`src/source/router_macros.svh`:
```
`ifndef ROUTER_MACROS_SVH
`define ROUTER_MACROS_SVH

// Stream word width
`define ROUTER_DATA_W     32
// Output ports and the width of a port number
`define ROUTER_NUM_PORTS  4
`define ROUTER_PORT_W     2
// FIFO depths in entries
`define ROUTER_PRE_DEPTH  4
`define ROUTER_POST_DEPTH 8
// Header rule, destination field is header bits 31:30
`define ROUTER_DEST_MSB   31

`endif

```
`src/source/router_pkg.sv`:
```
`include "router_macros.svh"

// Shared types of the packet router
package router_pkg;

  // One stream word
  typedef logic [`ROUTER_DATA_W-1:0]    data_t;

  // Output port number, as carried in the header
  typedef logic [`ROUTER_PORT_W-1:0]    port_t;

  // One-hot set of selected output ports
  typedef logic [`ROUTER_NUM_PORTS-1:0] port_mask_t;

endpackage

```
`src/source/stream_fifo.sv`:
```
`timescale 1ns/1ps

// Synchronous valid/ready FIFO
// Head word sits in an output register, so o_data comes straight from a flop
module stream_fifo #(
  parameter int WIDTH = 33,
  parameter int DEPTH = 4
) (
  input  logic             clk,
  input  logic             i_rst,
  input  logic             i_clear,
  input  logic [WIDTH-1:0] i_data,
  input  logic             i_valid,
  output logic             o_ready,
  output logic [WIDTH-1:0] o_data,
  output logic             o_valid,
  input  logic             i_ready
);

  localparam int PTR_W = $clog2(DEPTH);
  localparam int CNT_W = $clog2(DEPTH + 1);
  localparam logic [CNT_W-1:0] FULL_CNT = CNT_W'(DEPTH);

  logic [WIDTH-1:0] mem [DEPTH];
  logic [PTR_W-1:0] wr_ptr;
  logic [PTR_W-1:0] rd_ptr;
  logic [CNT_W-1:0] count;

  logic do_write;
  logic do_read;
  logic load_out;
  logic bypass;
  logic push;
  logic pop;

  // --------------------------------------------------------------------------
  // Handshake decode
  // --------------------------------------------------------------------------

  // Accept while the buffer behind the output register has room
  assign o_ready  = (count != FULL_CNT);
  assign do_write = i_valid & o_ready;
  assign do_read  = o_valid & i_ready;
  // Output register refills when it is empty or being read
  assign load_out = ~o_valid | do_read;
  // Nothing buffered, incoming word goes straight to the output
  assign bypass   = do_write & load_out & (count == '0);
  assign push     = do_write & ~bypass;
  assign pop      = load_out & (count != '0);

  // --------------------------------------------------------------------------
  // Storage
  // --------------------------------------------------------------------------

  always_ff @(posedge clk) begin
    if (push) begin
      mem[wr_ptr] <= i_data;
    end
  end

  // Oldest buffered word wins over the bypass path
  always_ff @(posedge clk) begin
    if (pop) begin
      o_data <= mem[rd_ptr];
    end else if (bypass) begin
      o_data <= i_data;
    end
  end

  // Pointers, occupancy and output valid
  always_ff @(posedge clk) begin
    if (i_rst || i_clear) begin
      wr_ptr  <= '0;
      rd_ptr  <= '0;
      count   <= '0;
      o_valid <= 1'b0;
    end else begin
      if (push) begin
        wr_ptr <= wr_ptr + 1'b1;
      end
      if (pop) begin
        rd_ptr <= rd_ptr + 1'b1;
      end
      // Simultaneous push and pop leave the count alone
      if (push && !pop) begin
        count <= count + 1'b1;
      end else if (!push && pop) begin
        count <= count - 1'b1;
      end
      if (load_out) begin
        o_valid <= pop | bypass;
      end
    end
  end

endmodule

```
`src/source/packet_demux.sv`:
```
`timescale 1ns/1ps

`include "router_macros.svh"

// One-to-four packet demultiplexer
// Output port changes only between packets, one bubble cycle per switch
module packet_demux (
  input  logic                   clk,
  input  logic                   i_rst,
  input  logic                   i_clear,

  // Header tap, destination comes back from the top
  output router_pkg::data_t      o_header,
  input  router_pkg::port_t      i_dest,

  // Input stream
  input  router_pkg::data_t      i_data,
  input  logic                   i_last,
  input  logic                   i_valid,
  output logic                   o_ready,

  // Output streams, data and last shared by all ports
  output router_pkg::data_t      o_data,
  output logic                   o_last,
  output router_pkg::port_mask_t o_valid,
  input  router_pkg::port_mask_t i_ready
);

  // One-hot selection, all zero while between packets
  router_pkg::port_mask_t sel;

  logic idle;
  logic xfer;
  logic pkt_end;

  // --------------------------------------------------------------------------
  // Selection state
  // --------------------------------------------------------------------------

  assign idle    = (sel == '0);
  assign xfer    = i_valid & o_ready;
  // Final word of the packet leaves on this edge
  assign pkt_end = xfer & i_last;

  always_ff @(posedge clk) begin
    if (i_rst || i_clear) begin
      sel <= '0;
    end else if (idle) begin
      // Bubble cycle, latch the port of the waiting header word
      if (i_valid) begin
        sel[i_dest] <= 1'b1;
      end
    end else if (pkt_end) begin
      sel <= '0;
    end
  end

  // --------------------------------------------------------------------------
  // Steering
  // --------------------------------------------------------------------------

  // While idle the head word is the header
  assign o_header = i_data;

  // Word fans out to every port, only one of them sees valid
  assign o_data   = i_data;
  assign o_last   = i_last;
  assign o_valid  = {`ROUTER_NUM_PORTS{i_valid}} & sel;

  // Ready of the selected port only
  // Low while idle, so nothing passes in the bubble cycle
  assign o_ready  = |(i_ready & sel);

endmodule

```
`src/source/pkt_router.sv`:
```
`timescale 1ns/1ps

`include "router_macros.svh"

// Packet router, one input stream to four output streams
// Input FIFO, then the demultiplexer, then one FIFO per output port
module pkt_router (
  input  logic                                         clk,
  input  logic                                         i_rst,
  input  logic                                         i_clear,

  // Source side
  input  router_pkg::data_t                            i_data,
  input  logic                                         i_last,
  input  logic                                         i_valid,
  output logic                                         o_ready,

  // Consumer side, one lane per port
  output router_pkg::data_t [`ROUTER_NUM_PORTS-1:0]    o_data,
  output logic              [`ROUTER_NUM_PORTS-1:0]    o_last,
  output router_pkg::port_mask_t                       o_valid,
  input  router_pkg::port_mask_t                       i_ready
);

  // Input FIFO to demultiplexer
  router_pkg::data_t      pre_data;
  logic                   pre_last;
  logic                   pre_valid;
  logic                   pre_ready;

  // Header tap and destination field
  router_pkg::data_t      header;
  router_pkg::port_t      dest;

  // Demultiplexer to output FIFOs
  router_pkg::data_t      dmx_data;
  logic                   dmx_last;
  router_pkg::port_mask_t dmx_valid;
  router_pkg::port_mask_t post_ready;

  // --------------------------------------------------------------------------
  // Input side
  // --------------------------------------------------------------------------

  // Last bit rides along with the word
  stream_fifo #(
    .WIDTH (`ROUTER_DATA_W + 1),
    .DEPTH (`ROUTER_PRE_DEPTH)
  ) pre_fifo (
    .clk     (clk),
    .i_rst   (i_rst),
    .i_clear (i_clear),
    .i_data  ({i_last, i_data}),
    .i_valid (i_valid),
    .o_ready (o_ready),
    .o_data  ({pre_last, pre_data}),
    .o_valid (pre_valid),
    .i_ready (pre_ready)
  );

  // Top two header bits name the port
  assign dest = header[`ROUTER_DEST_MSB -: `ROUTER_PORT_W];

  packet_demux demux0 (
    .clk      (clk),
    .i_rst    (i_rst),
    .i_clear  (i_clear),
    .o_header (header),
    .i_dest   (dest),
    .i_data   (pre_data),
    .i_last   (pre_last),
    .i_valid  (pre_valid),
    .o_ready  (pre_ready),
    .o_data   (dmx_data),
    .o_last   (dmx_last),
    .o_valid  (dmx_valid),
    .i_ready  (post_ready)
  );

  // --------------------------------------------------------------------------
  // Output side
  // --------------------------------------------------------------------------

  // Each port buffers on its own so a stalled consumer blocks only its packets
  for (genvar n = 0; n < `ROUTER_NUM_PORTS; n++) begin : post_fifo
    stream_fifo #(
      .WIDTH (`ROUTER_DATA_W + 1),
      .DEPTH (`ROUTER_POST_DEPTH)
    ) fifo (
      .clk     (clk),
      .i_rst   (i_rst),
      .i_clear (i_clear),
      .i_data  ({dmx_last, dmx_data}),
      .i_valid (dmx_valid[n]),
      .o_ready (post_ready[n]),
      .o_data  ({o_last[n], o_data[n]}),
      .o_valid (o_valid[n]),
      .i_ready (i_ready[n])
    );
  end

endmodule

```
`config.mk`:
```
export PLATFORM = sky130hd
export DESIGN_NAME = pkt_router
export DESIGN_NICKNAME = d
export VERILOG_FILES = /design/src/source/router_pkg.sv /design/src/source/stream_fifo.sv /design/src/source/packet_demux.sv /design/src/source/pkt_router.sv
export VERILOG_INCLUDE_DIRS = /design/src /design/src/source
export SDC_FILE = /design/constraint.sdc
export NUM_CORES = 1
export LEC_CHECK = 0
export BUFFER_PORTS_ARGS = -buffer_cell sky130_fd_sc_hd__buf_2
export CAP_MARGIN = 25
export CORE_UTILIZATION = 31
export DETAILED_ROUTE_END_ITERATION = 8
export GPL_ROUTABILITY_DRIVEN = 1
export PLACE_DENSITY = 0.48
export SYNTH_ARGS = -nofsm -noshare
export SYNTH_HDL_FRONTEND = slang
export SYNTH_HIERARCHICAL = 1
export SYNTH_SLANG_ARGS = --single-unit
```
`constraint.sdc`:
```
create_clock -name clk -period 7.2 [get_ports clk]
set_clock_uncertainty 0.1 [all_clocks]
set_input_delay 1.44 -clock clk [delete_from_list [all_inputs] [get_ports clk]]
set_output_delay 1.44 -clock clk [all_outputs]
set_load 0.05 [all_outputs]
```
==> After elaboration in Yosys (flattened, before gate mapping) <==
Memories as Yosys holds them, arrays and structs flattened. A register that Yosys moved wholly into a read port is not among the register bits.
Cells that the tools add are included.
{ "word_totals": {"register_bits": 221, "mem_bits_rw": 1188, "input_bits": 41, "out_inout_bits": 137, "wordCells": 204, "mem_count": 5} }
{ "classes": {"n_addsub": 20, "order_cmp": 2, "eq_ne": 6, "mux": 45, "n_bitwise": 54, "reduce_logical": 46} }
{ "memory_table": {"columns": ["name", "words", "word_bits", "read_ports", "rd_ports_with_merged_regs", "write_ports", "line", "source"], "rows": [
  ["post_fifo[0].fifo.mem", 8, 33, 1, 1, 1, "stream_fifo.sv:24", "logic [WIDTH-1:0] mem [DEPTH];"],
  ["post_fifo[1].fifo.mem", 8, 33, 1, 1, 1, "stream_fifo.sv:24", null],
  ["post_fifo[2].fifo.mem", 8, 33, 1, 1, 1, "stream_fifo.sv:24", null],
  ["post_fifo[3].fifo.mem", 8, 33, 1, 1, 1, "stream_fifo.sv:24", null],
  ["pre_fifo.mem", 4, 33, 1, 1, 1, "stream_fifo.sv:24", null]
]} }
{ "op_table": {"columns": ["operator", "n"], "rows": [
  ["$mux W33", 10],
  ["$mux W4", 11],
  ["$and A1 B1 Y1", 31],
  ["$mux W3", 10],
  ["$add A3 B1 Y3 const B", 9],
  ["$reduce_bool A2 Y1", 11],
  ["$logic_not A4 Y1", 5],
  ["$add A4 B1 Y4 const B", 4],
  ["$ne A4 B4 Y1 const B", 4],
  ["$reduce_bool A4 Y1", 4],
  ["$sub A4 B1 Y4 const B", 4],
  ["$logic_and A1 B1 Y1", 11],
  ["$mux W1", 11],
  ["$logic_not A1 Y1", 10],
  ["$not A1 Y1", 10],
  ["$or A1 B1 Y1", 10],
  ["$and A4 B4 Y4", 2],
  ["$add A2 B1 Y2 const B", 2],
  ["$mux W2", 2],
  ["$or A4 B4 Y4", 1],
  ["$reduce_or A4 Y1", 1],
  ["$logic_not A3 Y1", 1],
  ["$lt A2 B3 Y1 const B", 1],
  ["$ne A3 B3 Y1 const B", 1],
  ["other kinds (7)", 7]
]} }

==> Longest topological paths before layout <==
{ "logic_depth": {"depth_word": 13, "ltp_mapped": 14, "ltp_nobuf": 13} }

==> By module <==
The synthesis kept the hierarchy.
{ "modules_own_cells": {"columns": ["mod", "n_inst", "cells_per_inst", "area_each_um2", "seq_area_each_um2"], "rows": [
  ["stream_fifo (post_fifo[0].fifo ...)", 4, 717, 12060.3, 9198.8],
  ["stream_fifo (pre_fifo)", 1, 303, 6826.5, 5154.9],
  ["packet_demux", 1, 93, 719.4, 80.1]
]} }

==> Worst setup path after synthesis <==
Ideal clock, no wire load.
{ "synth_path": {"kind": "input to register", "startpoint": "in i_ready[0]", "endpoint": "mem post_fifo[0].fifo.mem[0][0], enable pin", "setup_ps": 506, "t_arrival_ps": 5031, "required_time_ps": 6594, "setup_slack_ps": 1563, "cell_stages": 3, "path_cell_list": "nor2b_1 -> o211ai_4 -> nor4_1"} }
{ "synth_between": {"elab_chain_len": 8} }
{ "synth_lines": {"columns": ["item", "line", "source"], "rows": [
  ["start, declared", "pkt_router.sv:22", "input router_pkg::port_mask_t i_ready"],
  ["$and A1 B1 Y1", "stream_fifo.sv:43", "assign do_read = o_valid & i_ready;"],
  ["$or A1 B1 Y1", "stream_fifo.sv:45", "assign load_out = ~o_valid | do_read;"],
  ["$and A1 B1 Y1 (2 in a row)", "stream_fifo.sv:47", "assign bypass = do_write & load_out & (count == '0);"],
  ["$not A1 Y1", "stream_fifo.sv:48", "assign push = do_write & ~bypass;"],
  ["$and A1 B1 Y1", "stream_fifo.sv:48", null],
  ["$mux W1", "stream_fifo.sv:56", "if (push) begin"],
  ["$mux W1 (not written as such)", "stream_fifo.sv:57", "mem[wr_ptr] <= i_data;"],
  ["end, declared", "stream_fifo.sv:24", null]
]} }
No other way between the ends.

==> Worst setup path after layout <==
{ "layout_path": {"startpoint": "reg post_fifo[2].fifo.count[0]", "endpoint": "reg pre_fifo.count[2]"} }
{ "layout_between": {"elab_chain_len": 12} }
{ "layout_lines": {"columns": ["item", "line", "source"], "rows": [
  ["start, declared", "stream_fifo.sv:27", "logic [CNT_W-1:0] count;"],
  ["start signal, assigned", "stream_fifo.sv:86", "count <= count + 1'b1;"],
  ["start signal, assigned", "stream_fifo.sv:88", "count <= count - 1'b1;"],
  ["$ne A4 B4 Y1 (*)", "stream_fifo.sv:41", "assign o_ready = (count != FULL_CNT);"],
  ["named net post_ready[2]", "pkt_router.sv:39", "router_pkg::port_mask_t post_ready;"],
  ["$and A4 B4 Y4 (*)", "packet_demux.sv:72", "assign o_ready = |(i_ready & sel);"],
  ["$reduce_or A4 Y1 (*)", "packet_demux.sv:72", null],
  ["named net pre_ready", "pkt_router.sv:29", "logic pre_ready;"],
  ["$and A1 B1 Y1 (*)", "stream_fifo.sv:43", null],
  ["$or A1 B1 Y1 (*)", "stream_fifo.sv:45", null],
  ["$and A1 B1 Y1 (2 in a row)", "stream_fifo.sv:47", null],
  ["$not A1 Y1", "stream_fifo.sv:48", null],
  ["$and A1 B1 Y1", "stream_fifo.sv:48", null],
  ["$logic_not A1 Y1", "stream_fifo.sv:87", "end else if (!push && pop) begin"],
  ["$logic_and A1 B1 Y1", "stream_fifo.sv:87", null],
  ["$reduce_bool A2 Y1 (no source line)", null, null],
  ["end signal, assigned", "stream_fifo.sv:86", null],
  ["end signal, assigned", "stream_fifo.sv:88", null],
  ["end, declared", "stream_fifo.sv:27", null]
]} }
The timed path passes the listed nets; every way through them passes the cells marked *.
A chain may end at the register's enable or synchronous reset.

==> run summary <==
Outcome: complete, no violations
Syn Inst Count: 3234
Power per Cell Area: 431 mW/mm^2
Cell mode on critical path: inv_1
Leak: 20.6 nW
Syn_nets: 3305
# setup viols final: 0
CP Max Fanout: 34
Setup Buffers After CTS: 0
DRT Pass-1 Iters: 5
Die Wd: 425 microns
Max incr delay on CP: 0.56 ns
Worst Path Class, Setup: flop to flop
Placement Setup Slack: 2.56 ns
Final ANT Viol Nets: 0
Area Growth Syn to Fin: 16.4%
First-pass GRT wire length: 203 mm
FF-to-FF Start: post_fifo[2].fifo/count[0]
Vias in the first global route: 29400
Maxcap violations: 0
Stages on the worst setup path: 14
Initial Util: 31.2%
Full die area: 0.181 sq mm
CTS tree: built
R2r setup slk: 2.89 ns
Finished Core Util: 36.3%
Filler Cells Inserted: 16600
Slowest stage cell, crit path: a22oi_1
Clk_lat worst skew: 0.78 ns
RSZ-0062 raised after global routing: false
Slew @ Worst Pin: 1.05 ns
TritonCTS Sinks: 1423
Avg WL per Cell: 23.3 microns
FP Rows: 155
Root Driver: clkbuf_16
Final worst slack: 2.89 ns
Hold slack: 0.386 ns
CP Data Required Time: 7.79 ns
Final Max Slew Viols: 0
Cts bufs inserted: 155
Resize count post-CTS: 0
Final WL: 139 mm
WHS Endpoint: post_fifo[1].fifo/rd_ptr[1]
CP Capture Type: flop
Worst Hold Depth: 2
GRT overflow: 0
Core area: 0.178 sq mm
Worst hold path type: flop to flop
Clk buf depth: 3
Tcrit/Tclk final: 59.8%
Clock-pin slew on the worst setup and hold paths: 0.06 ns
Syn_area_per_cell: 17.2 sq um
CTS Hold Buffers Added: 0
Initial antenna violation count: 17
Worst R2R End: pre_fifo/count[2]
CP startpoint: post_fifo[2].fifo/count[0]
Hold Vio Cnt, Final: 0
Vias per std cell: 4.77
Crit path buffers/inverters: 4
Gr usage total: 15.3%
Die height: 425 microns
I/O pin cnt: 178
Peak VDD IR: 0.243 mV
Critical-path cell list: nor4b_1, inv_2, a22oi_1, nand2_1, nor2b_1, nor2_4, buf_4, inv_1, ha_1, inv_1, fa_1, xor2_1, or3_1, a21oi_1
Fin crit period: 4.31 ns
Number of synthesis warnings: 6
DP Wirelength: 79.8 mm
Hold Crit Start: post_fifo[1].fifo/rd_ptr[1]
Largest net degree at the start of global routing: 52
Worst R2R Path Depth: 14
Drc violations: 0
Final setup TNS: 0 ns
Worst setup SP type: flop
Input/output buffers: 177
Max transition margin: 29.8%
Layout cells sized above 1: 18.5%
CP delay by family, top: simple AND/OR/NAND/NOR gates
Detailed router's first-iteration violation count: 1986
Fmax: 0.232 GHz
Nets: 3563
H-tree lvl count: 4
Total number of vias: 28600
Arrival time at the worst endpoint: 4.90 ns
Netlist Area Pre-Place: 0.0556 sq mm
RD Place Congestion: 0.734
-- cell usage in the layout, fill, tap and decap left out, drive strengths merged, types with 8 or more instances in the layout --
master and count:
dfxtp 70, edfxtp 1353, nor3 18, a21oi 22, mux2 33, nor2b 13
nor4 8, a22oi 266, xor2 10, buf 300, bufinv 9, clkinv 69
nor2 76, xnor2 16, inv 38, mux4 33, clkbuf 194, nand2 296
and2 12, ha 25, a211oi 8, mux2i 539, nand2b 13, diode 16
nand3 145
-- cell type report --
| type | instances | area (sq um) | share of cell area, % |
|---|---|---|---|
| diodes | 16 | 40.0 | 0.0619 |
| clock buffers | 194 | 4190 | 6.48 |
| clock inverters | 89 | 689 | 1.07 |
| inverters | 30 | 113 | 0.174 |
| multi-input cells | 1582 | 12700 | 19.6 |
| flip-flops and latches | 1423 | 42000 | 65.0 |
| well taps | 2355 | 2950 | 4.56 |
| repair buffers | 300 | 1960 | 3.03 |
-- worst reg2reg max path: cells and delay by family, from the launching register on --
kind | cells | cell delay, ns
flops | 1 | 0.39
xor+xnor | 1 | 0.16
buf+inv | 4 | 0.76
fa+ha+maj | 2 | 0.55
simple gates | 5 | 1.58
compound gates | 2 | 0.70
-- routing by layer --
metal / GRT usage, % / vias up / share of wire [%]
met4: 5.20 / 16 / 2.7
met3: 2.63 / 201 / 3.6
met2: 26.2 / 520 / 50
met1: 19.6 / 14700 / 44
met5: 0 / - / 0.067
li1: - / 13100 / -
-- how the worst max path moves through the flow --
| stage | end | slack, ns |
|---|---|---|
| 6_report | pre_fifo/count[2] | 2.89 |
| 5_1_grt | pre_fifo/count[2] | 2.63 |
| 4_1_cts | pre_fifo/count[2] | 2.82 |
| 3_5_place_dp | post_fifo[3].fifo/count[3] | 2.56 |
| 3_3_place_gp | post_fifo[1].fifo/count[3] | 2.32 |
| 2_1_floorplan | post_fifo[0].fifo/mem[0][0] | 1.56 |
-- report_power, final --
| part | internal (mW) | switching [mW] | leakage [nW] |
|---|---|---|---|
| combinational | 2.17 | 6.21 | 5.43 |
| clock | 4.44 | 3.21 | 2.40 |
| sequential | 11.2 | 0.608 | 12.8 |
| total | 17.8 | 10.0 | 20.6 |
-- metrics by stage --
stage / std cells / power (mW) / instance area, sq um
2_1_floorplan: 3234 / 17.3 / 55600
3_3_place_gp: 5680 / 20.5 / 59500
3_5_place_dp: 5690 / 20.6 / 59800
4_1_cts: 5973 / 28.4 / 64600
5_1_grt: 5973 / 29.2 / 64600
6_report: 5989 / 27.9 / 64700
-- state kept, by name, indices dropped and copies added, names as in the netlist, named ones only --
signal                  count
post_fifo.fifo/mem       1056
post_fifo.fifo/o_data     132
pre_fifo/mem              132
pre_fifo/o_data            33
post_fifo.fifo/count       16
post_fifo.fifo/rd_ptr      12
post_fifo.fifo/wr_ptr      12
demux0/sel                  4
post_fifo.fifo/o_valid      4
pre_fifo/count              3
pre_fifo/rd_ptr             2
pre_fifo/wr_ptr             2
pre_fifo/o_valid            1
Power figures use the tool's default switching activity.
